--- src/system_config.svh ---
`ifndef SYSTEM_CONFIG_SVH
`define SYSTEM_CONFIG_SVH

// ------------------------------------------------------------
// Bus widths
// ------------------------------------------------------------
`define WB_AW 32
`define WB_DW 32
`define WB_SW 4

// Data RAM word address width, 1024 words
`define DMEM_AW 10

// Peripheral sizes
`define GPIO_W 8
`define IRQ_W 8

// ------------------------------------------------------------
// Memory map on address bits 15 to 12
// ------------------------------------------------------------
`define MAP_DMEM 4'd0
`define MAP_PIC 4'd1
`define MAP_GPIO 4'd2

`endif

--- src/wb_pkg.sv ---
package wb_pkg;

    // Slave targets of the data bus
    typedef enum logic [1:0] {
        SLV_DMEM = 2'd0,
        SLV_PIC  = 2'd1,
        SLV_GPIO = 2'd2,
        SLV_NONE = 2'd3
    } slave_sel_e;

    // Decoder FSM
    typedef enum logic {
        DEC_IDLE = 1'b0,
        DEC_WAIT = 1'b1
    } dec_state_e;

    // Register word offsets, taken from address bits 3 and 2
    typedef enum logic [1:0] {
        REG_PEND    = 2'd0,
        REG_MASK    = 2'd1,
        REG_GPIO_IN = 2'd2
    } reg_ofs_e;

    // GPIO registers sit on the same offsets as the PIC registers
    localparam reg_ofs_e REG_GPIO_OUT = REG_PEND;
    localparam reg_ofs_e REG_GPIO_DIR = REG_MASK;

endpackage

--- src/wb_bus_if.sv ---
`include "system_config.svh"

// Request side, from the decoder to the slaves and the result stage
interface wb_req_if;
    import wb_pkg::*;

    logic [`WB_AW-1:0] adr;
    logic [`WB_DW-1:0] dat_w;
    logic [`WB_SW-1:0] sel;
    logic              we;
    // One strobe bit per slave
    logic [SLV_GPIO:0] stb;
    slave_sel_e        tgt;
    // High for one cycle per accepted request
    logic              issue;

    modport decoder (output adr, dat_w, sel, we, stb, tgt, issue);
    modport slave   (input adr, dat_w, sel, we, stb);
    modport result  (input tgt, issue);
endinterface

// Response side, from the slaves to the result stage
interface wb_rsp_if;
    logic [`WB_DW-1:0] dmem_dat;
    logic              dmem_ack;
    logic [`WB_DW-1:0] pic_dat;
    logic              pic_ack;
    logic [`WB_DW-1:0] gpio_dat;
    logic              gpio_ack;

    modport dmem   (output dmem_dat, dmem_ack);
    modport pic    (output pic_dat, pic_ack);
    modport gpio   (output gpio_dat, gpio_ack);
    modport result (input dmem_dat, dmem_ack, pic_dat, pic_ack, gpio_dat, gpio_ack);
endinterface

--- src/wb_resp_mux.sv ---
`include "system_config.svh"

module wb_resp_mux (
    input  logic              wb_clk_i,
    input  logic              rst_n_i,
    output logic [`WB_DW-1:0] wb_dat_o,
    output logic              wb_ack_o,
    output logic              wb_err_o,
    output logic              done_o,
    wb_req_if.result          req,
    wb_rsp_if.result          rsp
);
    import wb_pkg::*;

    logic              issue_d;
    logic              ack_sel;
    logic              err_d;
    logic [`WB_DW-1:0] dat_sel;

    // ------------------------------------------------------------
    // Response select by target
    // ------------------------------------------------------------
    always_comb begin
        ack_sel = 1'b0;
        dat_sel = '0;
        case (req.tgt)
            SLV_DMEM: begin
                ack_sel = rsp.dmem_ack;
                dat_sel = rsp.dmem_dat;
            end
            SLV_PIC: begin
                ack_sel = rsp.pic_ack;
                dat_sel = rsp.pic_dat;
            end
            SLV_GPIO: begin
                ack_sel = rsp.gpio_ack;
                dat_sel = rsp.gpio_dat;
            end
            default: dat_sel = '0;
        endcase
    end

    // Unmapped access errors where a slave would have acked
    assign err_d = issue_d && (req.tgt == SLV_NONE);

    always_ff @(posedge wb_clk_i or negedge rst_n_i) begin
        if (!rst_n_i) begin
            issue_d  <= 1'b0;
            wb_ack_o <= 1'b0;
            wb_err_o <= 1'b0;
        end else begin
            issue_d  <= req.issue;
            wb_ack_o <= ack_sel;
            wb_err_o <= err_d;
        end
    end

    always_ff @(posedge wb_clk_i) begin
        if (ack_sel || err_d) begin
            wb_dat_o <= dat_sel;
        end
    end

    assign done_o = wb_ack_o || wb_err_o;

endmodule

--- src/flat_wrapper.sv ---
// flat-port wrapper written by rule: the top's interface ports become plain ports
module wb_resp_mux_flat import wb_pkg::*;
  (wb_clk_i, rst_n_i, wb_dat_o, wb_ack_o, wb_err_o, done_o, req_tgt, req_issue, rsp_dmem_dat, rsp_dmem_ack, rsp_pic_dat, rsp_pic_ack, rsp_gpio_dat, rsp_gpio_ack);
  wb_req_if req_i ();
  wb_rsp_if rsp_i ();
  input  logic wb_clk_i;
  input  logic rst_n_i;
  output logic [`WB_DW-1:0] wb_dat_o;
  output logic wb_ack_o;
  output logic wb_err_o;
  output logic done_o;
  input wire logic [$bits(req_i.tgt)-1:0] req_tgt;
  input wire logic [$bits(req_i.issue)-1:0] req_issue;
  input wire logic [$bits(rsp_i.dmem_dat)-1:0] rsp_dmem_dat;
  input wire logic [$bits(rsp_i.dmem_ack)-1:0] rsp_dmem_ack;
  input wire logic [$bits(rsp_i.pic_dat)-1:0] rsp_pic_dat;
  input wire logic [$bits(rsp_i.pic_ack)-1:0] rsp_pic_ack;
  input wire logic [$bits(rsp_i.gpio_dat)-1:0] rsp_gpio_dat;
  input wire logic [$bits(rsp_i.gpio_ack)-1:0] rsp_gpio_ack;
  assign req_i.tgt = req_tgt;
  assign req_i.issue = req_issue;
  assign rsp_i.dmem_dat = rsp_dmem_dat;
  assign rsp_i.dmem_ack = rsp_dmem_ack;
  assign rsp_i.pic_dat = rsp_pic_dat;
  assign rsp_i.pic_ack = rsp_pic_ack;
  assign rsp_i.gpio_dat = rsp_gpio_dat;
  assign rsp_i.gpio_ack = rsp_gpio_ack;
  wb_resp_mux u_core (.wb_clk_i(wb_clk_i), .rst_n_i(rst_n_i), .wb_dat_o(wb_dat_o), .wb_ack_o(wb_ack_o), .wb_err_o(wb_err_o), .done_o(done_o), .req(req_i), .rsp(rsp_i));
endmodule
--- config.mk ---
export PLATFORM = sky130hd
export DESIGN_NAME = wb_resp_mux_flat
export DESIGN_NICKNAME = d
export VERILOG_FILES = /design/src/wb_pkg.sv /design/src/wb_bus_if.sv /design/src/wb_resp_mux.sv /design/src/flat_wrapper.sv
export VERILOG_INCLUDE_DIRS = /design/src
export SDC_FILE = /design/constraint.sdc
export NUM_CORES = 1
export LEC_CHECK = 0
export ABC_AREA = 0
export BUFFER_PORTS_ARGS = -buffer_cell sky130_fd_sc_hd__buf_2
export CAP_MARGIN = 20
export CORE_UTILIZATION = 35
export DETAILED_ROUTE_END_ITERATION = 16
export PLACE_DENSITY = 0.69
export SYNTH_ARGS = -nofsm -noshare
export SYNTH_HDL_FRONTEND = slang
export SYNTH_SLANG_ARGS = --single-unit
--- constraint.sdc ---
create_clock -name wb_clk_i -period 2.85 [get_ports wb_clk_i]
set_input_delay 0 -clock wb_clk_i [delete_from_list [all_inputs] [get_ports wb_clk_i]]
set_output_delay 0 -clock wb_clk_i [all_outputs]
set_load 0.03 [all_outputs]
==> results.py, run 1 <==
metrics = {
    "status": {
        "status": "completed",
    },
    "timing": {
        "skew_ns": 0.00322,
        "hold_viol_final": 0,
        "drv_slew": 0,
        "max_freq_ghz": 0.738,
        "setup_slack_ns": 1.50,
        "worst_slew_pin_slew_ns": 0.496,
        "setup_tns_ns": 0,
        "rsz0062_at_grt": "no",
        "setup_viol": 0,
        "period_share": 0.475,
        "min_period_ns": 1.35,
        "slew_headroom": 0.669,
    },
    "clock_network": {
        "cts_max_level": 2,
        "postCtsSetupRepairBufs": 0,
        "clock_sinks": 35,
        "cts_tree": "yes",
        "root_buffer": "clkbuf_8",
        "cts.clk_slew.worst_paths_ns": 0.07,
        "cts_max_path_buffers": 2,
        "numCtsBuffers": 5,
        "worstSkewPairLatency_ns": 0.28,
    },
    "worst_setup_path": {
        "crit_path_start_kind": "flip-flop",
        "critPathRequiredTime_ns": 2.78,
        "endpoint_kind": "flip-flop",
        "path_max_fanout": 32,
        "crit_type": "flip-flop to flip-flop",
        "cp_data_arrival_time_ns": 1.29,
    },
    "power": {
        "leakage_nw": 1.42,
        "total_power_mw": 1.35,
        "p_per_area_mw_per_mm2": 442,
        "vdd_drop_max_mv": 0.238,
    },
    "placed_design": {
        "dp_slack_ns": 1.18,
        "place_congestion": 0.672,
        "dp.final_hpwl_um": 3700,
        "port_buffers": 138,
        "postPlaceCellArea_mm2": 0.00272,
    },
    "min_path": {
        "hold_path_class": "input port to flip-flop",
    },
    "logic_synthesis": {
        "syn_inst": 119,
        "avgSynthCellArea_um2": 17.2,
        "yosys.cell_types.count": 15,
        "synth.largest_area_cell": "edfxtp_1",
        "synth_area_leaders": "edfxtp_1 (47%), o2bb2ai_2 (22%), mux2i_1 (17%), dfrtp_1 (3.7%), buf_12 (2.9%)",
        "yosys_warnings": 0,
        "yosysSeqAreaShare": 0.507,
        "synthesis.nets": 223,
        "syn_area_mm2": 0.00204,
        "ys_ff_latch": 35,
        "yosysTopAreaCellShare": 0.470,
    },
    "global_routing": {
        "grt_max_degree": 33,
        "grt_pass1_wl_um": 7990,
        "grt_pass1_vias": 1743,
        "gr-total-overflow": 0,
        "grt_usage": 0.175,
        "antenna_found_initial": 0,
    },
    "route": {
        "vias_per_cell": 4.77,
        "wirelength_um": 5220,
        "ant_nets": 0,
        "vias": 1693,
        "wire_per_inst_um": 14.7,
        "drc": 0,
        "first_pass_iters": 4,
        "drt_first_iter_violations": 76,
    },
    "floorplan": {
        "die_area_mm2": 0.00615,
        "die_h_um": 78.4,
        "floorplan.initialDensity": 0.367,
        "core_mm2": 0.00557,
        "chipWidth_um": 78.4,
        "io_pins": 139,
        "row_count": 27,
    },
    "layout": {
        "drive_above_1_share": 0.640,
        "syn_to_final_growth_pct": 49.5,
        "fin_nets": 386,
        "antennaDiodeCount": 0,
        "fin_area_mm2": 0.00305,
    },
    "flow_run": {
        "maxCapViolCount": 0,
    },
}
## layout by cell type (no fill, tap or decap)
cell           Yosys  layout
buf_2              3     138
mux2i_1           35      34
edfxtp_1          32      32
o2bb2ai_2         30      30
dlygate4sd3_1      0      25
clkbuf_8           0       5
buf_4              1       5
dfrtp_1            3       3
o2bb2ai_1          2       2
clkinv_1           0       2
nor2b_4            1       1
nand3b_1           1       1
o21ai_0            1       1
or2_2              1       1
and3_1             1       1
mux2i_4            0       1
clkbuf_1           0       1
## area by class of cell
cell class | instances | area, µm²
Fill cell | 478 | 2520
Clock buffer | 6 | 72.6
Tap cell | 72 | 90.1
Clock inverter | 2 | 7.51
Sequential cell | 35 | 1040
Timing Repair Buffer | 168 | 978
Multi-Input combinational cell | 72 | 870
## path summary, 6_finish.rpt
check	from	end	slack [ns]	depth (start not counted)
max	u_core.issue_d$_DFF_PN0_	u_core.wb_dat_o[10]$_DFFE_PP_	1.50	3
min	rsp_gpio_dat[8]	u_core.wb_dat_o[8]$_DFFE_PP_	0.01	2
max reg2reg	u_core.issue_d$_DFF_PN0_	u_core.wb_dat_o[10]$_DFFE_PP_	1.50	3
min reg2reg	u_core.issue_d$_DFF_PN0_	u_core.wb_err_o$_DFF_PN0_	0.53	1
max in group asynchronous	rst_n_i	u_core.wb_err_o$_DFF_PN0_	2.72	2
min in group asynchronous	rst_n_i	u_core.issue_d$_DFF_PN0_	0.03	2
## Yosys cell counts, drive strengths merged
library cell / n
edfxtp: 32
nand3b: 1
dfrtp: 3
or2: 1
o21ai: 1
mux2i: 35
buf: 12
and3: 1
nor2b: 1
o2bb2ai: 32
## where the power goes
group / switching, mW / total, mW / internal (mW)
Sequential: 0.0117 / 0.633 / 0.621
Combinational: 0.225 / 0.389 / 0.164
Clock: 0.162 / 0.328 / 0.166
## per-stage QoR
stage,hold slack [ns],std cells,util
floorplan,-0.296,119,-
global placement,-0.202,322,0.489
detailed placement,-0.204,322,0.489
CTS,0.000909,355,0.548
global route,0.000653,355,0.548
finish,0.0103,355,0.548
## layer usage
metal	wire, µm	GRT usage	vias up
met1	1980	0.174	779
met2	2770	0.337	93
li1	-	-	810
met3	378	0.0453	11
met4	91	0.0778	0
met5	0	0	-
## what timing repair did
action,CTS,global route
endpoints found under the hold margin,27,0
hold buffers,25,0
gates resized for setup,0,0
## state kept, by name, indices dropped and copies added (netlist names)
name and cells:
u_core.wb_dat_o 32, u_core.wb_err_o 1, u_core.issue_d 1, u_core.wb_ack_o 1
## cell families after synthesis
family,Yosys count,synth area share
DFF,35,0.507
AOI/OAI and AO/OA,33,0.231
and+or+nand+nor,4,0.0165
muxes,35,0.171
buffers and inverters,12,0.0735
## critical path, stage by stage (launching register included)
cell and delay [ns]:
dfrtp_1 0.35, mux2i_1 0.11, mux2i_4 0.15, buf_4 0.40
No activity file was read; power rests on OpenSTA's default activity.
==> inputs of run 2 (changes only) <==
==> constraint.sdc (replaced) <==
create_clock -name wb_clk_i -period 1.4 [get_ports wb_clk_i]
set_input_delay 0 -clock wb_clk_i [delete_from_list [all_inputs] [get_ports wb_clk_i]]
set_output_delay 0 -clock wb_clk_i [all_outputs]
set_load 0.03 [all_outputs]
==> run 2 against run 1 <==
  * Fmax grew 14%
  * Total power grew 110%
  * Setup slack lost 1.3 ns
  * Combinational power grew 110%
  * Sequential power grew 100%
  * Worst hold slack lost 0.0016 ns
  * Clock-buffer cell count shrank 1
  * Register-to-register slack lost 1.3 ns
  * Non-clock buffer count grew 4
  * Final area grew 2.6%
  * Utilization grew 1.4 points
  * Global-route usage shrank 0.70 points
  * Critical endpoint is now u_core.wb_dat_o[12]$_DFFE_PP_
  * Largest cell class is now non-clock buffers
  * Highest routed layer unchanged
==> results.py, run 2 (synthesized netlist as in run 1, its figures left out) <==
metrics = {
    "global_routing": {
        "grt_pass1_wl_um": 7800,
        "grt_max_degree": 33,
        "antenna_found_initial": 0,
        "grt_usage": 0.168,
        "grt_pass1_vias": 1738,
        "gr-total-overflow": 0,
    },
    "worst_setup_path": {
        "slowest_stage": "dfrtp_1",
        "path_max_fanout": 13,
        "crit_type": "flip-flop to flip-flop",
        "cp_top_family": "flip-flops",
        "critPathMaxStageDelay_ns": 0.36,
        "cp_data_arrival_time_ns": 1.16,
        "cp.buffers_inverters": 1,
        "cp_cell_sequence": "mux2i_2, mux2i_4, buf_4",
        "critPathRequiredTime_ns": 1.38,
        "crit_path_start_kind": "flip-flop",
        "endpoint_kind": "flip-flop",
    },
    "floorplan": {
        "die_area_mm2": 0.00615,
        "io_pins": 139,
        "die_h_um": 78.4,
        "row_count": 27,
        "chipWidth_um": 78.4,
        "floorplan.initialDensity": 0.367,
        "core_mm2": 0.00557,
    },
    "clock_network": {
        "cts_max_level": 2,
        "root_buffer": "clkbuf_8",
        "cts_tree": "yes",
        "cts.clk_slew.worst_paths_ns": 0.07,
        "numCtsBuffers": 5,
        "cts_max_path_buffers": 2,
        "worstSkewPairLatency_ns": 0.28,
        "post_cts_resized": 0,
        "clock_sinks": 35,
    },
    "timing": {
        "skew_ns": 0.00715,
        "slew_headroom": 0.799,
        "hold_viol_final": 0,
        "max_freq_ghz": 0.843,
        "worst_slew_pin_slew_ns": 0.293,
        "period_share": 0.848,
        "setup_viol": 0,
        "drv_slew": 0,
        "min_period_ns": 1.19,
        "setup_tns_ns": 0,
        "rsz0062_at_grt": "no",
    },
    "layout": {
        "layout_commonest_cell": "buf_2",
        "layout_common_cells": "buf_2 (138), mux2i_1 (33), edfxtp_1 (32)",
        "largest_reg_flops": 32,
        "drive_above_1_share": 0.652,
        "fin_nets": 390,
        "syn_to_final_growth_pct": 53.4,
        "antennaDiodeCount": 0,
        "layoutNonFillerInstCount": 359,
        "regMostFlops": "u_core.wb_dat_o",
    },
    "route": {
        "wire_per_inst_um": 14.2,
        "vias_per_cell": 4.66,
        "vias": 1673,
        "wirelength_um": 5100,
        "drt_first_iter_violations": 27,
        "first_pass_iters": 3,
        "drc": 0,
        "ant_nets": 0,
    },
    "flow_run": {
        "maxCapViolCount": 0,
    },
    "status": {
        "status": "completed",
    },
    "power": {
        "total_power_mw": 2.80,
        "vdd_drop_max_mv": 0.394,
        "leakage_nw": 1.46,
        "p_per_area_mw_per_mm2": 894,
    },
    "placed_design": {
        "dp.final_hpwl_um": 3720,
        "port_buffers": 138,
        "place_congestion": 0.706,
        "placed_cells": 323,
    },
    "min_path": {
        "hold_path_class": "input port to flip-flop",
    },
}
run 2: changes by cell type in the layout (fill, tap and decap cells not counted), sizes merged:
| cell | before | now |
|---|---|---|
| clkbuf | 6 | 5 |
| clkinv | 2 | 3 |
| dlygate4sd3 | 25 | 27 |
| buf | 143 | 145 |
run 2: layout make-up:
class | instances | area [µm²]
fill | 465 | 2440
timing repair buffer | 172 | 1050
sequential | 35 | 1040
multi-input combinational | 72 | 873
tap | 72 | 90.1
clock buffer | 5 | 68.8
clock inverter | 3 | 15.0
run 2: per-stage QoR:
step / hold WS [ns] / utilization / worst slack, ns / cell area (µm²)
after floorplan: -0.296 / - / -0.0636 / 2070
after global placement: -0.199 / 0.495 / 0.0971 / 2760
after detailed placement: -0.197 / 0.495 / 0.0336 / 2760
after CTS: 0.00151 / 0.557 / 0.205 / 3100
after global routing: 0.000178 / 0.562 / 0.166 / 3130
final: 0.00874 / 0.562 / 0.213 / 3130
run 2: worst register-to-register path: stages, from the launching register on:
cell and delay, ns:
dfrtp_1 0.36, mux2i_2 0.09, mux2i_4 0.18, buf_4 0.25
run 2: routing by layer:
| metal | GRT usage | vias to the layer above | part of all wire |
|---|---|---|---|
| li1 | - | 814 | - |
| met1 | 0.177 | 771 | 0.38 |
| met2 | 0.315 | 84 | 0.53 |
| met3 | 0.0512 | 4 | 0.075 |
| met4 | 0.0537 | 0 | 0.0098 |
| met5 | 0 | - | 0 |
run 2: path summary, 6_finish.rpt:
check | depth (start not counted) | slack, ns | end | start
min | 2 | 0.009 | u_core.wb_dat_o[9]$_DFFE_PP_ | rsp_gpio_dat[9]
min in group asynchronous | 2 | 0.04 | u_core.issue_d$_DFF_PN0_ | rst_n_i
min reg2reg | 1 | 0.55 | u_core.wb_err_o$_DFF_PN0_ | u_core.issue_d$_DFF_PN0_
max | 3 | 0.21 | u_core.wb_dat_o[12]$_DFFE_PP_ | u_core.issue_d$_DFF_PN0_
max reg2reg | 3 | 0.21 | u_core.wb_dat_o[12]$_DFFE_PP_ | u_core.issue_d$_DFF_PN0_
max in group asynchronous | 2 | 1.25 | u_core.wb_ack_o$_DFF_PN0_ | rst_n_i
run 2: repair_timing:
item	CTS	global route
hold endpoints to repair	28	1
hold buffers	26	1
buffers inserted	0	0
run 2: power by group:
part	total, mW	internal, mW	switching [mW]
clock	0.695	0.340	0.355
combinational	0.821	0.360	0.460
sequential	1.28	1.26	0.0217
==> inputs of run 3 (changes only) <==
==> constraint.sdc (replaced) <==
create_clock -name wb_clk_i -period 1.2 [get_ports wb_clk_i]
set_input_delay 0 -clock wb_clk_i [delete_from_list [all_inputs] [get_ports wb_clk_i]]
set_output_delay 0 -clock wb_clk_i [all_outputs]
set_load 0.03 [all_outputs]
==> run 3 against run 2 <==
  * Utilization fell by 1.3 points
  * Setup slack got worse by 0.17 ns
  * Fmax rose by 2.7%
  * Global-route usage fell by 0.67 points
  * Clock skew fell by 0.0031 ns
  * Final cell count fell by 2.2%
==> results.py, run 3 (synthesized netlist as in run 1, its figures left out) <==
metrics = {
    "status": {
        "status": "completed",
    },
    "route": {
        "wirelength_um": 4920,
        "drt_first_iter_violations": 35,
        "first_pass_iters": 3,
        "vias_per_cell": 4.65,
        "ant_nets": 0,
        "wire_per_inst_um": 14.0,
        "drc": 0,
        "vias": 1632,
    },
    "worst_setup_path": {
        "cp_top_family": "flip-flops",
        "cp.buffers_inverters": 1,
        "cp_data_arrival_time_ns": 1.14,
        "crit_path_start_kind": "flip-flop",
        "critPathMaxStageDelay_ns": 0.36,
        "path_max_fanout": 19,
        "crit_type": "flip-flop to flip-flop",
        "slowest_stage": "dfrtp_1",
        "cp_cell_sequence": "mux2i_2, mux2i_4, buf_12",
        "critPathRequiredTime_ns": 1.18,
        "endpoint_kind": "flip-flop",
    },
    "layout": {
        "fin_area_mm2": 0.00306,
        "regMostFlops": "u_core.wb_dat_o",
        "antennaDiodeCount": 0,
        "fin_util": 0.549,
        "syn_to_final_growth_pct": 49.7,
        "layout_commonest_cell": "buf_2",
        "layout_common_cells": "buf_2 (138), mux2i_1 (33), edfxtp_1 (32)",
        "fin_nets": 382,
        "largest_reg_flops": 32,
        "drive_above_1_share": 0.670,
    },
    "global_routing": {
        "grt_pass1_wl_um": 7450,
        "grt_usage": 0.161,
        "top_usage_layer": "met2",
        "grtUsageMet2": 0.309,
        "grt_max_degree": 21,
        "gr-total-overflow": 0,
        "antenna_found_initial": 0,
        "use_met1": 0.162,
        "use_met3": 0.0512,
        "grt_pass1_vias": 1672,
    },
    "clock_network": {
        "root_buffer": "clkbuf_8",
        "cts_max_level": 2,
        "cts_max_path_buffers": 2,
        "cts.clk_slew.worst_paths_ns": 0.07,
        "worstSkewPairLatency_ns": 0.27,
        "clock_sinks": 35,
        "postCtsSetupRepairBufs": 0,
        "cts_tree": "yes",
        "numCtsBuffers": 5,
    },
    "floorplan": {
        "io_pins": 139,
        "core_mm2": 0.00557,
        "die_h_um": 78.4,
        "row_count": 27,
        "die_area_mm2": 0.00615,
        "chipWidth_um": 78.4,
        "floorplan.initialDensity": 0.367,
    },
    "placed_design": {
        "postPlaceCellArea_mm2": 0.00281,
        "dp.final_hpwl_um": 3760,
        "place_congestion": 0.697,
        "port_buffers": 138,
    },
    "timing": {
        "max_freq_ghz": 0.865,
        "slew_headroom": 0.788,
        "setup_viol": 0,
        "min_period_ns": 1.16,
        "skew_ns": 0.00402,
        "worst_slew_pin_slew_ns": 0.309,
        "hold_ws_ns": 0.00818,
        "rsz0062_at_grt": "yes",
        "drv_slew": 0,
        "hold_viol_final": 0,
        "period_share": 0.963,
    },
    "min_path": {
        "hold_path_class": "input port to flip-flop",
    },
    "flow_run": {
        "maxCapViolCount": 0,
    },
    "power": {
        "vdd_drop_max_mv": 0.666,
        "p_per_area_mw_per_mm2": 1060,
        "leakage_nw": 1.42,
    },
}
-- run 3: final cells by class --
cell class                      instances  area, µm²
Multi-Input combinational cell         72        873
Tap cell                               72       90.1
Timing Repair Buffer                  164        978
Sequential cell                        35       1040
Clock inverter                          1       5.00
Clock buffer                            7       76.3
Fill cell                             497       2510
-- run 3: path summary, 6_finish.rpt --
path,start,endpoint,slack (ns),cells past startpoint
max in group asynchronous,rst_n_i,u_core.issue_d$_DFF_PN0_,1.05,2
min in group asynchronous,rst_n_i,u_core.wb_err_o$_DFF_PN0_,0.04,2
min,rsp_gpio_dat[0],u_core.wb_dat_o[0]$_DFFE_PP_,0.008,2
min reg2reg,u_core.issue_d$_DFF_PN0_,u_core.wb_err_o$_DFF_PN0_,0.55,1
max reg2reg,u_core.issue_d$_DFF_PN0_,u_core.wb_dat_o[14]$_DFFE_PP_,0.04,3
max,u_core.issue_d$_DFF_PN0_,u_core.wb_dat_o[14]$_DFFE_PP_,0.04,3
-- run 3: layer usage --
metal  share of wire  routed length, µm
met1            0.37               1800
met2            0.54               2650
met3           0.083                407
met4           0.012                 60
met5               0                  0
-- run 3: worst register-to-register path, delay by kind of cell (launching register included) --
| family | cells | cell delay, ns |
|---|---|---|
| flip-flops | 1 | 0.36 |
| multiplexers | 2 | 0.31 |
| buffers and inverters | 1 | 0.20 |
-- run 3: metrics by stage --
step	instances	power, mW	worst slack (ns)	setup TNS [ns]
4_1_cts	350	3.28	0.0438	0
3_3_place_gp	326	2.42	0.0755	0
3_5_place_dp	326	2.44	0.0560	0
6_report	351	3.24	0.0443	0
5_1_grt	351	3.38	-0.0141	-0.218
2_1_floorplan	119	2.10	-0.264	-8.43
-- run 3: report_power, final --
part / internal [mW] / switching, mW
clock: 0.407 / 0.388
sequential: 1.47 / 0.0260
combinational: 0.412 / 0.532
total: 2.29 / 0.945
-- run 3: repair_timing --
item	CTS	global route
setup endpoints to repair	0	19
hold buffers	16	1
endpoints found under the hold margin	18	1
gates resized for setup	0	0
