File: src/system_config.svh
`ifndef SYSTEM_CONFIG_SVH
`define SYSTEM_CONFIG_SVH

// ------------------------------------------------------------
// Bus widths
// ------------------------------------------------------------
`define WB_AW 32
`define WB_DW 32
`define WB_SW 4

// Data RAM word address width, 1024 words
`define DMEM_AW 10

// Peripheral sizes
`define GPIO_W 8
`define IRQ_W 8

// ------------------------------------------------------------
// Memory map on address bits 15 to 12
// ------------------------------------------------------------
`define MAP_DMEM 4'd0
`define MAP_PIC 4'd1
`define MAP_GPIO 4'd2

`endif

File: src/wb_pkg.sv
package wb_pkg;

    // Slave targets of the data bus
    typedef enum logic [1:0] {
        SLV_DMEM = 2'd0,
        SLV_PIC  = 2'd1,
        SLV_GPIO = 2'd2,
        SLV_NONE = 2'd3
    } slave_sel_e;

    // Decoder FSM
    typedef enum logic {
        DEC_IDLE = 1'b0,
        DEC_WAIT = 1'b1
    } dec_state_e;

    // Register word offsets, taken from address bits 3 and 2
    typedef enum logic [1:0] {
        REG_PEND    = 2'd0,
        REG_MASK    = 2'd1,
        REG_GPIO_IN = 2'd2
    } reg_ofs_e;

    // GPIO registers sit on the same offsets as the PIC registers
    localparam reg_ofs_e REG_GPIO_OUT = REG_PEND;
    localparam reg_ofs_e REG_GPIO_DIR = REG_MASK;

endpackage

File: src/wb_bus_if.sv
`include "system_config.svh"

// Request side, from the decoder to the slaves and the result stage
interface wb_req_if;
    import wb_pkg::*;

    logic [`WB_AW-1:0] adr;
    logic [`WB_DW-1:0] dat_w;
    logic [`WB_SW-1:0] sel;
    logic              we;
    // One strobe bit per slave
    logic [SLV_GPIO:0] stb;
    slave_sel_e        tgt;
    // High for one cycle per accepted request
    logic              issue;

    modport decoder (output adr, dat_w, sel, we, stb, tgt, issue);
    modport slave   (input adr, dat_w, sel, we, stb);
    modport result  (input tgt, issue);
endinterface

// Response side, from the slaves to the result stage
interface wb_rsp_if;
    logic [`WB_DW-1:0] dmem_dat;
    logic              dmem_ack;
    logic [`WB_DW-1:0] pic_dat;
    logic              pic_ack;
    logic [`WB_DW-1:0] gpio_dat;
    logic              gpio_ack;

    modport dmem   (output dmem_dat, dmem_ack);
    modport pic    (output pic_dat, pic_ack);
    modport gpio   (output gpio_dat, gpio_ack);
    modport result (input dmem_dat, dmem_ack, pic_dat, pic_ack, gpio_dat, gpio_ack);
endinterface

File: src/wb_pic.sv
`include "system_config.svh"

module wb_pic (
    input  logic              wb_clk_i,
    input  logic              rst_n_i,
    input  logic [`IRQ_W-1:0] irq_i,
    output logic              int_o,
    wb_req_if.slave           req,
    wb_rsp_if.pic             rsp
);
    import wb_pkg::*;

    reg_ofs_e          ofs;
    logic              hit;
    logic              wr_lane0;
    logic [`IRQ_W-1:0] clr;
    logic [`IRQ_W-1:0] pend_q;
    logic [`IRQ_W-1:0] mask_q;
    logic [`WB_DW-1:0] rd_d;

    assign ofs      = reg_ofs_e'(req.adr[3:2]);
    assign hit      = req.stb[SLV_PIC];
    // Registers live in the low byte
    assign wr_lane0 = hit && req.we && req.sel[0];

    // Write one to clear
    assign clr = (wr_lane0 && ofs == REG_PEND) ? req.dat_w[`IRQ_W-1:0] : '0;

    always_comb begin
        rd_d = '0;
        case (ofs)
            REG_PEND: rd_d[`IRQ_W-1:0] = pend_q;
            REG_MASK: rd_d[`IRQ_W-1:0] = mask_q;
            default:  rd_d = '0;
        endcase
    end

    // ------------------------------------------------------------
    // Pending, mask and interrupt output
    // ------------------------------------------------------------
    always_ff @(posedge wb_clk_i or negedge rst_n_i) begin
        if (!rst_n_i) begin
            pend_q      <= '0;
            mask_q      <= '0;
            int_o       <= 1'b0;
            rsp.pic_ack <= 1'b0;
        end else begin
            // A new pulse wins over a clear in the same cycle
            pend_q <= (pend_q & ~clr) | irq_i;
            if (wr_lane0 && ofs == REG_MASK) begin
                mask_q <= req.dat_w[`IRQ_W-1:0];
            end
            int_o       <= |(pend_q & mask_q);
            rsp.pic_ack <= hit;
        end
    end

    // Read data captured with the strobe
    always_ff @(posedge wb_clk_i) begin
        if (hit) begin
            rsp.pic_dat <= rd_d;
        end
    end

endmodule

File: src/flat_wrapper.sv
// flat-port wrapper written by rule: the top's interface ports become plain ports
module wb_pic_flat import wb_pkg::*;
  (wb_clk_i, rst_n_i, irq_i, int_o, req_adr, req_dat_w, req_sel, req_we, req_stb, rsp_pic_dat, rsp_pic_ack);
  wb_req_if req_i ();
  wb_rsp_if rsp_i ();
  input  logic wb_clk_i;
  input  logic rst_n_i;
  input  logic [`IRQ_W-1:0] irq_i;
  output logic int_o;
  input wire logic [$bits(req_i.adr)-1:0] req_adr;
  input wire logic [$bits(req_i.dat_w)-1:0] req_dat_w;
  input wire logic [$bits(req_i.sel)-1:0] req_sel;
  input wire logic [$bits(req_i.we)-1:0] req_we;
  input wire logic [$bits(req_i.stb)-1:0] req_stb;
  output wire logic [$bits(rsp_i.pic_dat)-1:0] rsp_pic_dat;
  output wire logic [$bits(rsp_i.pic_ack)-1:0] rsp_pic_ack;
  assign req_i.adr = req_adr;
  assign req_i.dat_w = req_dat_w;
  assign req_i.sel = req_sel;
  assign req_i.we = req_we;
  assign req_i.stb = req_stb;
  assign rsp_pic_dat = rsp_i.pic_dat;
  assign rsp_pic_ack = rsp_i.pic_ack;
  wb_pic u_core (.wb_clk_i(wb_clk_i), .rst_n_i(rst_n_i), .irq_i(irq_i), .int_o(int_o), .req(req_i), .rsp(rsp_i));
endmodule
File: config.mk
export PLATFORM = sky130hd
export DESIGN_NAME = wb_pic_flat
export DESIGN_NICKNAME = d
export VERILOG_FILES = /design/src/wb_pkg.sv /design/src/wb_bus_if.sv /design/src/wb_pic.sv /design/src/flat_wrapper.sv
export VERILOG_INCLUDE_DIRS = /design/src
export SDC_FILE = /design/constraint.sdc
export NUM_CORES = 1
export LEC_CHECK = 0
export ABC_CLOCK_PERIOD_IN_PS = 970
export BUFFER_PORTS_ARGS = -buffer_cell sky130_fd_sc_hd__buf_4
export CAP_MARGIN = 20
export CORE_MARGIN = 1.5
export CORE_UTILIZATION = 38
export CTS_CLUSTER_SIZE = 28
export DETAILED_ROUTE_END_ITERATION = 10
export HOLD_SLACK_MARGIN = 0.12
export PLACE_DENSITY = 0.77
export REMOVE_ABC_BUFFERS = 1
export SLEW_MARGIN = 20
export SYNTH_ARGS = -nofsm -noshare
export SYNTH_HDL_FRONTEND = slang
export SYNTH_SLANG_ARGS = --single-unit
File: constraint.sdc
create_clock -name wb_clk_i -period 0.97 [get_ports wb_clk_i]
set_input_delay 0.097 -clock wb_clk_i [delete_from_list [all_inputs] [get_ports wb_clk_i]]
set_output_delay 0.097 -clock wb_clk_i [all_outputs]
set_load 0.05 [all_outputs]
==> impl_results.md, run 1 <==
- Endpoint type of the worst setup path: primary output
- CP required: 0.87 ns
- Dpl cells: 188
- Pwr Density: 1481 nW/um^2
- CTS sink cnt: 26
- Cell taking the most area after synthesis: dfrtp_1
- Wire length per cell: 10.98 um
- Crit-path leading delay family: flip-flops
- EDFF count, synth: 8
- Async set-or-reset flop fraction in the synthesized netlist: 69.23%
- Final slew viol count: 0
- H-tree levels: 1
- Placed instance area: 1549 sq um
- Area share of the largest cell type after synthesis: 33.46%
- Layout cell share with drive strength beyond 1: 29.88%
- Reg clk slew, reported paths: 0.13 ns
- Xor and xnor area share after synthesis: 0%
- Core area: 3363 sq um
- Post-Syn Instances: 111
- Final global-route overflow total: 0
- Total CTS buffers: 3
- Synth top cells by count: buf_4 (24), dfrtp_1 (18), nand2b_1 (16)
- Final hold vios: 0
- Netlist cell types: 17
- Synth Area in Compound Gates: 5.204%
- First-pass GRT wire length: 4.091 mm
- Max incr delay on CP: 0.41 ns
- Die Wd: 62.52 um
- Top achievable clock speed: 1018 MHz
- CTS tree: done
- Slowest-stage cell, CP: edfxtp_1
- Setup_tns: -0.05590 ns
- Clock Latency Late Sink: 0.31 ns
- Worst Hold Class: in2async
- Max FO, Critical Path: 1
- # rows: 21
- Synth Area in Adders: 0%
- Crit path launch: u_core.rsp.pic_dat[6]
- DRC viols: 0
- Lkg Pwr: 0.8447 nW
- Initial antenna violation count: 0
- Sequential area share after synthesis: 51.30%
- Final critical-path setup slack: -0.01276 ns
- Simple-Gate Fraction of Synth Area: 12.36%
- Pre-antenna DRT Iters: 4
- Total number of vias: 917
- DRT antenna net count: 0
- RSZ-0062 raised after global routing: yes
- Peak supply drop: 0.0004942 V
- Longest Clk Path Bufs: 2
- Vias per cell: 4.367
- Post-route clock period utilization: 101.3%
- Top-count cell post-synth: buf_4
- Mean Syn Cell Area: 12.13 sq um
- # port buffers: 32
- Synth Register Bits: 26
- Worst Path Buf+Inv: 1
- Vias in the first global route: 904
- Nets: 247
- Proportion of synthesized area in mux cells: 14.87%
- Max Cap Violations: 0
- Final Util: 53.61%
- Area growth from synthesis to layout: 33.92%
- Final std cells w/o fill: 210
- Status: finished with violations
- Clk root buf: clkbuf_4
- Largest family of logic cells by synthesized area: buffers and inverters
- Initial DRC count: 13
- Min cycle time layout: 0.9828 ns
- Setup violators final: 8
- Finished Cell Area: 1803 sq um
- # IOs: 116
- Gr usage total: 13.31%
- Failing checks: negative setup slack
- Pre-CTS setup slack: -0.2939 ns
- CP Cell Sequence: buf_6
- Largest net degree at the start of global routing: 19
- DIE AREA: 3909 sq um
- Final RePlAce weighted congestion: 0.7321
- Ant diodes: 0
- Clock skew: 0.004976 ns
- Ys flop type: dfrtp_1
- Worst r2r src: u_core.mask_q[6]
- Setup Fix Bufs, Post-CTS: 0
- Slew at the pin closest to its max-slew limit: 0.5027 ns
- Die height: 62.52 um
- Total Routed Length: 2.305 mm
- Initial Util: 40.03%
- Slew headroom: 66.49%
- Kind of critical path: reg2out
- Critical path arrival: 0.89 ns
- Worst setup SP type: register
- Mapped cell area: 1346 sq um
- Syn. warnings: 0
- Top post-synthesis cells by area: dfrtp_1 (33%), edfxtp_1 (18%), buf_4 (13%), mux2_4 (8.9%), nand2b_1 (7.4%)
## cell families after synthesis
| group | Yosys count |
|---|---|
| simple gates | 27 |
| compound gates | 12 |
| mux | 16 |
| flops | 26 |
| buf+inv | 29 |
| other cells | 1 |
## layout by cell type, fill, tap and decap left out, types with 3 or more instances in the layout
| cell | count |
|---|---|
| mux2i_1 | 8 |
| buf_6 | 10 |
| dfrtp_1 | 18 |
| dlygate4sd3_1 | 18 |
| mux2_4 | 8 |
| a22oi_1 | 4 |
| nor2_1 | 8 |
| buf_4 | 26 |
| o21ai_0 | 8 |
| clkbuf_4 | 3 |
| edfxtp_1 | 8 |
| conb_1 | 24 |
| nand2b_1 | 16 |
## registers in the layout, summed over array words and instances (netlist names)
| name | count |
|---|---|
| u_core.int_o | 1 |
| u_core.mask_q | 8 |
| u_core.pend_q | 8 |
| u_core.rsp.pic_ack | 1 |
| u_core.rsp.pic_dat | 8 |
## area by class of cell
type	count	area (sq um)
Fill cell	311	1560
Sequential cell	26	690.7
Multi-Input combinational cell	79	526.8
Timing Repair Buffer	54	488.0
Tap cell	46	57.56
Clock buffer	4	36.28
Inverter	1	3.754
## stage by stage
| stage | power [mW] | hold WS (ns) |
|---|---|---|
| floorplan | 1.871 | -0.1986 |
| global placement | 2.062 | -0.02312 |
| detailed placement | 2.087 | -0.01747 |
| CTS | 2.698 | 0.1795 |
| global route | 2.812 | 0.1790 |
| finish | 2.669 | 0.1850 |
## power by group
part / switching [mW] / internal (mW)
combinational: 0.463 / 0.340
sequential: 0.0841 / 1.25
clock: 0.299 / 0.229
total: 0.846 / 1.82
## layer usage
metal	wire length, um	global-route usage [%]	vias to the layer above
met5	0	0	-
met2	1187	22.72	48
met4	10	5.833	0
li1	-	-	433
met3	169	3.063	2
met1	938	16.01	434
## worst paths after layout
kind                                          to  slack (ns)  cells after the start
setup / recovery                  rsp_pic_dat[6]       -0.01                      1
hold / removal                u_core.rsp.pic_ack        0.19                      2
setup reg to reg                    u_core.int_o        0.08                      2
hold reg to reg                 u_core.mask_q[1]        0.56                      1
max in group asynchronous       u_core.pend_q[6]        0.59                      2
min in group wb_clk_i      u_core.rsp.pic_dat[7]        0.21                      3
## what timing repair did
item                       4_1_cts  5_1_grt
hold buffers                    18        0
pin swaps                        0        0
hold endpoints to repair        35        0
setup endpoints to repair       10       10
resized for setup               10        0
Power figures use the tool's default switching activity.
==> run 2, diff against run 1 <==
--- a/config.mk
+++ b/config.mk
@@ -11,6 +11,7 @@
 export CAP_MARGIN = 20
 export CORE_MARGIN = 1.5
 export CORE_UTILIZATION = 38
+export CTS_BUF_LIST = sky130_fd_sc_hd__clkbuf_4 sky130_fd_sc_hd__clkbuf_8 sky130_fd_sc_hd__clkbuf_16
 export CTS_CLUSTER_SIZE = 28
 export DETAILED_ROUTE_END_ITERATION = 10
 export HOLD_SLACK_MARGIN = 0.12
==> constraint.sdc (replaced) <==
create_clock -name wb_clk_i -period 0.97 [get_ports wb_clk_i]
set_input_delay 0 -clock wb_clk_i [delete_from_list [all_inputs] [get_ports wb_clk_i]]
set_output_delay 0 -clock wb_clk_i [all_outputs]
set_load 0.05 [all_outputs]
==> impl_results.md, run 2 (synthesis gave the netlist of run 1 again) <==
- Status: complete, no violations
- Most frequent cells in the layout: buf_4 (36), conb_1 (24), dlygate4sd3_1 (20)
- Max FO, Critical Path: 1 (unchanged)
- Vias per cell: 4.406 (+0.89%)
- Slew headroom: 66.42% (-0.067 points)
- Die Wd: 62.52 um (unchanged)
- Final std cells w/o fill: 212 (+0.95%)
- # IOs: 116 (unchanged)
- Final slew viol count: 0 (unchanged)
- Worst setup SP type: register
- Worst Path Buf+Inv: 1 (unchanged)
- Worst Hold Class: in2reg
- Nets: 249 (+0.81%)
- Critical path arrival: 0.91 ns (+0.02 ns)
- Endpoint type of the worst setup path: primary output
- Lkg Pwr: 0.8408 nW (-0.46%)
- Largest net degree at the start of global routing: 19 (unchanged)
- Met1 wire length: 929 um (-0.96%)
- Core area: 3363 sq um (unchanged)
- Final global-route overflow total: 0 (unchanged)
- CP required: 0.97 ns (+0.10 ns)
- # port buffers: 32 (unchanged)
- First-pass GRT wire length: 4.077 mm (-0.34%)
- Max Cap Violations: 0 (unchanged)
- Finished Cell Area: 1785 sq um (-0.97%)
- Total number of vias: 934 (+1.9%)
- Gr usage total: 13.15% (-0.15 points)
- Total Routed Length: 2.309 mm (+0.17%)
- Kind of critical path: reg2out
- H-tree levels: 1 (unchanged)
- Pwr Density: 1489 nW/um^2 (+0.57%)
- Max incr delay on CP: 0.40 ns (about the same)
- Layout cell share with drive strength beyond 1: 29.52% (-0.36 points)
- Most common cell after layout, fill and taps aside: buf_4
- Final hold vios: 0 (unchanged)
- DRT antenna net count: 0 (unchanged)
- Placed instance area: 1549 sq um (unchanged)
- Pre-antenna DRT Iters: 4 (unchanged)
- Initial Util: 40.03% (unchanged)
- Dpl cells: 188 (unchanged)
- Top achievable clock speed: 1100 MHz (+8.1%)
- Initial antenna violation count: 0 (unchanged)
- Detail Route met3 WL: 178 um (+5.3%)
- Hold Slack: 0.1972 ns (+0.01215 ns)
- Total CTS buffers: 3 (unchanged)
- Die height: 62.52 um (unchanged)
- Longest Clk Path Bufs: 2 (unchanged)
- Setup violators final: 0 (-8)
- Wire length per cell: 10.89 um (-0.77%)
- Clk root buf: clkbuf_4
- CTS tree: done
- Min cycle time layout: 0.9093 ns (-0.07349 ns)
- RSZ-0062 raised after global routing: no
- Final RePlAce weighted congestion: 0.7321 (unchanged)
- Reg clk slew, reported paths: 0.13 ns (about the same)
- Ant diodes: 0 (unchanged)
- Hold path depth: 5
- # rows: 21 (unchanged)
- Peak supply drop: 0.0004992 V (+1.0%)
- R2r worst-path depth: 2 (unchanged)
- Met2 routed WL: 1.186 mm (about the same)
- DRC viols: 0 (unchanged)
- CTS resizes: 0 (-10)
- Clock skew: 0.001219 ns (-0.003757 ns)
- Crit-path leading delay family: flip-flops
- Vias in the first global route: 933 (+3.2%)
- Slew at the pin closest to its max-slew limit: 0.5037 ns (+0.001001 ns)
- DIE AREA: 3909 sq um (unchanged)
- Post-route clock period utilization: 93.74% (-7.6 points)
- WP depth: 1 (unchanged)
- Slowest-stage cell, CP: edfxtp_1
- Top Layer Used: met4
- CP Cell Sequence: buf_4
- Fillers: 312 (+0.32%)
- Initial DRC count: 16 (+3)
- Clock Latency Late Sink: 0.31 ns (about the same)
- Registers with the most flip-flops: u_core.mask_q: 8 flops, u_core.pend_q: 8 flops, u_core.rsp.pic_dat: 8 flops
- Area growth from synthesis to layout: 32.62%
- CTS sink cnt: 26 (unchanged)
## run 2: changes by cell type in the layout (fill, tap and decap cells not counted)
cell,delta
buf_4,+10
buf_6,-10
dlygate4sd3_1,+2
## run 2: per-layer routing
metal,vias to the layer above,global-route usage [%]
met5,-,0
met4,0,6.389
met3,4,2.883
met2,52,22.72
met1,440,15.43
li1,438,-
## run 2: cell type report
class | instances | area [sq um] | area share, %
well taps | 46 | 57.56 | 3.224
repair buffers | 56 | 470.5 | 26.35
multi-input cells | 79 | 526.8 | 29.50
flip-flops and latches | 26 | 690.7 | 38.68
inverters | 1 | 3.754 | 0.2102
clock buffers | 4 | 36.28 | 2.032
## run 2: path summary, 6_finish.rpt
check	slack, ns	start	endpoint
max reg2reg	0.07	u_core.mask_q[4]	u_core.rsp.pic_dat[4]
max	0.06	u_core.rsp.pic_dat[6]	rsp_pic_dat[6]
max in group asynchronous	0.16	rst_n_i	u_core.pend_q[6]
min	0.20	req_we	u_core.pend_q[2]
min in group asynchronous	0.62	rst_n_i	u_core.int_o
min reg2reg	0.56	u_core.mask_q[1]	u_core.mask_q[1]
## run 2: what timing repair did
item,CTS,global route
buffers inserted,0,0
endpoints found under the hold margin,51,0
hold buffers,20,0
## run 2: metrics by stage
stage               setup WS, ns  total power [mW]  utilization, %  setup TNS [ns]
CTS                      0.04347             2.680           53.09               0
global route            0.008461             2.793           53.09               0
floorplan               -0.05107             1.871               -         -0.4086
finish                   0.06074             2.659           53.09               0
detailed placement       -0.1969             2.087           46.06          -1.533
global placement         -0.1866             2.062           46.06          -1.492
## run 2: report_power, final
part / internal, mW / switching (mW) / leakage [nW] / total [mW]
combinational: 0.328 / 0.464 / 0.550 / 0.792
clock: 0.229 / 0.307 / 0.0210 / 0.536
sequential: 1.25 / 0.0778 / 0.270 / 1.33
==> run 3, diff against run 2 <==
--- a/config.mk
+++ b/config.mk
@@ -14,7 +14,7 @@
 export CTS_BUF_LIST = sky130_fd_sc_hd__clkbuf_4 sky130_fd_sc_hd__clkbuf_8 sky130_fd_sc_hd__clkbuf_16
 export CTS_CLUSTER_SIZE = 28
 export DETAILED_ROUTE_END_ITERATION = 10
-export HOLD_SLACK_MARGIN = 0.12
+export GPL_ROUTABILITY_DRIVEN = 0
 export PLACE_DENSITY = 0.77
 export REMOVE_ABC_BUFFERS = 1
 export SLEW_MARGIN = 20
==> constraint.sdc (replaced) <==
create_clock -name wb_clk_i -period 0.97 [get_ports wb_clk_i]
set_input_delay 0.194 -clock wb_clk_i [delete_from_list [all_inputs] [get_ports wb_clk_i]]
set_output_delay 0.194 -clock wb_clk_i [all_outputs]
set_load 0.05 [all_outputs]
==> impl_results.md, run 3 (synthesis gave the netlist of run 1 again) <==
- Worst Hold Launch: irq_i[4]
- Clk root buf: clkbuf_4
- Peak supply drop: 0.0004983 V (-0.18%)
- Clock skew: 0.002128 ns (+0.0009089 ns)
- Most frequent cells in the layout: buf_4 (26), conb_1 (24), dfrtp_1 (18)
- Largest net degree at the start of global routing: 19 (unchanged)
- Hold EP: u_core.pend_q[4]
- Slowest-stage cell, CP: edfxtp_1
- Nets: 230 (-7.6%)
- Status: finished with violations
- Power consumption: 2.633 mW (-0.96%)
- Die Wd: 62.52 um (unchanged)
- Hold Slack: 0.05252 ns (-0.1446 ns)
- Lkg Pwr: 0.7758 nW (-7.7%)
- Dpl cells: 188 (unchanged)
- # rows: 21 (unchanged)
- DRC viols: 0 (unchanged)
- Die height: 62.52 um (unchanged)
- Vias per cell: 4.477 (+1.6%)
- Total number of vias: 864 (-7.5%)
- Kind of critical path: reg2out
- Top achievable clock speed: 916.5 MHz (-17%)
- Setup violators final: 10 (+10)
- Flop pwr share: 50.8% (+0.7 points)
- Placed instance area: 1549 sq um (unchanged)
- Wire length per cell: 11.82 um (+8.5%)
- Core area: 3363 sq um (unchanged)
- Setup Fix Bufs, Post-CTS: 0 (unchanged)
- Reg clk slew, reported paths: 0.14 ns (about the same)
- Pre-antenna DRT Iters: 4 (unchanged)
- Total CTS buffers: 3 (unchanged)
- Gr usage total: 12.74% (-0.41 points)
- Final slew viol count: 0 (unchanged)
- Critical path arrival: 0.90 ns (about the same)
- Total Routed Length: 2.281 mm (-1.2%)
- Finished Cell Area: 1635 sq um (-8.4%)
- Crit-path leading delay family: flip-flops
- Vias in the first global route: 894 (-4.2%)
- Area growth from synthesis to layout: 21.47%
- Layout cell share with drive strength beyond 1: 34.01% (+4.5 points)
- Worst r2r dst: u_core.rsp.pic_dat[4]
- Final global-route overflow total: 0 (unchanged)
- Final critical-path setup slack: -0.1211 ns (-0.1818 ns)
- Post-route clock period utilization: 112.5% (+19 points)
- Int Power: 1.780 mW (-1.7%)
- Failing checks: negative setup slack
- # port buffers: 32 (unchanged)
- Ant diodes: 0 (unchanged)
- Max FO, Critical Path: 1 (unchanged)
- Most common cell after layout, fill and taps aside: buf_4
- Worst Hold Class: in2reg
- Initial Util: 40.03% (unchanged)
- RSZ-0062 raised after global routing: yes
- Clock power share: 20.6% (+0.4 points)
- CP required: 0.78 ns (-0.19 ns)
- Initial DRC count: 20 (+4)
- Worst R2R Setup Slack: 0.07 ns (about the same)
- Setup_tns: -1.063 ns (-1.063 ns)
- Registers with the most flip-flops: u_core.mask_q: 8 flops, u_core.pend_q: 8 flops, u_core.rsp.pic_dat: 8 flops
- Final hold vios: 0 (unchanged)
- CTS sink cnt: 26 (unchanged)
- Hold path depth: 2 (-3)
- CP Cell Sequence: buf_6
- Worst r2r src: u_core.mask_q[4]
- DRT antenna net count: 0 (unchanged)
- Endpoint type of the worst setup path: primary output
- Pwr Density: 1610 nW/um^2 (+8.1%)
- Min cycle time layout: 1.091 ns (+0.1818 ns)
- Psw: 853.1 uW (+0.55%)
- H-tree levels: 1 (unchanged)
- Longest Clk Path Bufs: 2 (unchanged)
- Worst setup SP type: register
- Max incr delay on CP: 0.41 ns (about the same)
- First-pass GRT wire length: 3.905 mm (-4.2%)
- Worst Path Buf+Inv: 1 (unchanged)
- Initial antenna violation count: 0 (unchanged)
- Max Cap Violations: 0 (unchanged)
- # IOs: 116 (unchanged)
- Switch share: 32.40% (+0.49 points)
- Logic pwr share: 28.5% (-1.3 points)
- CTS tree: done
- DIE AREA: 3909 sq um (unchanged)
- Final std cells w/o fill: 193 (-9.0%)
- R2r worst-path depth: 2 (unchanged)
- Clock Latency Late Sink: 0.31 ns (about the same)
[run 3: power groups by stage]
| stage | Sequential [mW] | Clock, mW | Combinational [mW] |
|---|---|---|---|
| finish | 1.34 | 0.544 | 0.751 |
| global route | 1.35 | 0.602 | 0.794 |
| CTS | 1.34 | 0.551 | 0.756 |
| detailed placement | 1.36 | 0 | 0.731 |
| global placement | 1.35 | 0 | 0.717 |
| floorplan | 1.45 | 0 | 0.421 |
[run 3: area by class of cell]
| class | instances | area (sq um) |
|---|---|---|
| tap | 46 | 57.56 |
| fill | 327 | 1728 |
| clock buffer | 4 | 36.28 |
| multi-input combinational | 79 | 529.3 |
| sequential | 26 | 690.7 |
| inverter | 1 | 3.754 |
| timing repair buffer | 37 | 317.8 |
[run 3: worst max path at each step]
| stage | start | cells after the start | slack [ns] | to |
|---|---|---|---|---|
| after global routing | u_core.rsp.pic_dat[6] | 1 | -0.17 | rsp_pic_dat[6] |
| after CTS | u_core.rsp.pic_dat[6] | 1 | -0.14 | rsp_pic_dat[6] |
| after detailed placement | req_adr[3] | 4 | -0.39 | u_core.mask_q[4] |
| after floorplan | req_adr[3] | 3 | -0.25 | u_core.mask_q[0] |
| final | u_core.rsp.pic_dat[6] | 1 | -0.12 | rsp_pic_dat[6] |
| after global placement | req_adr[3] | 4 | -0.38 | u_core.mask_q[7] |
[run 3: metrics by stage]
stage,utilization (%),setup slack (ns)
after floorplan,-,-0.2451
after global placement,46.06,-0.3806
after detailed placement,46.06,-0.3909
after CTS,48.62,-0.1372
after global routing,48.62,-0.1726
final,48.62,-0.1211
[run 3: repair_timing]
item                                   4_1_cts  5_1_grt
endpoints found under the hold margin       18        0
resized for setup                           11        0
hold buffers                                 1        0
pin swaps                                    0        0
setup endpoints to repair                   18       10
[run 3: routing by layer]
metal	part of all wire (%)	global-route usage (%)	vias up
li1	-	-	398
met1	38	13.37	416
met2	54	23.39	48
met3	8.2	3.243	2
met4	0.44	6.389	0
met5	0	0	-
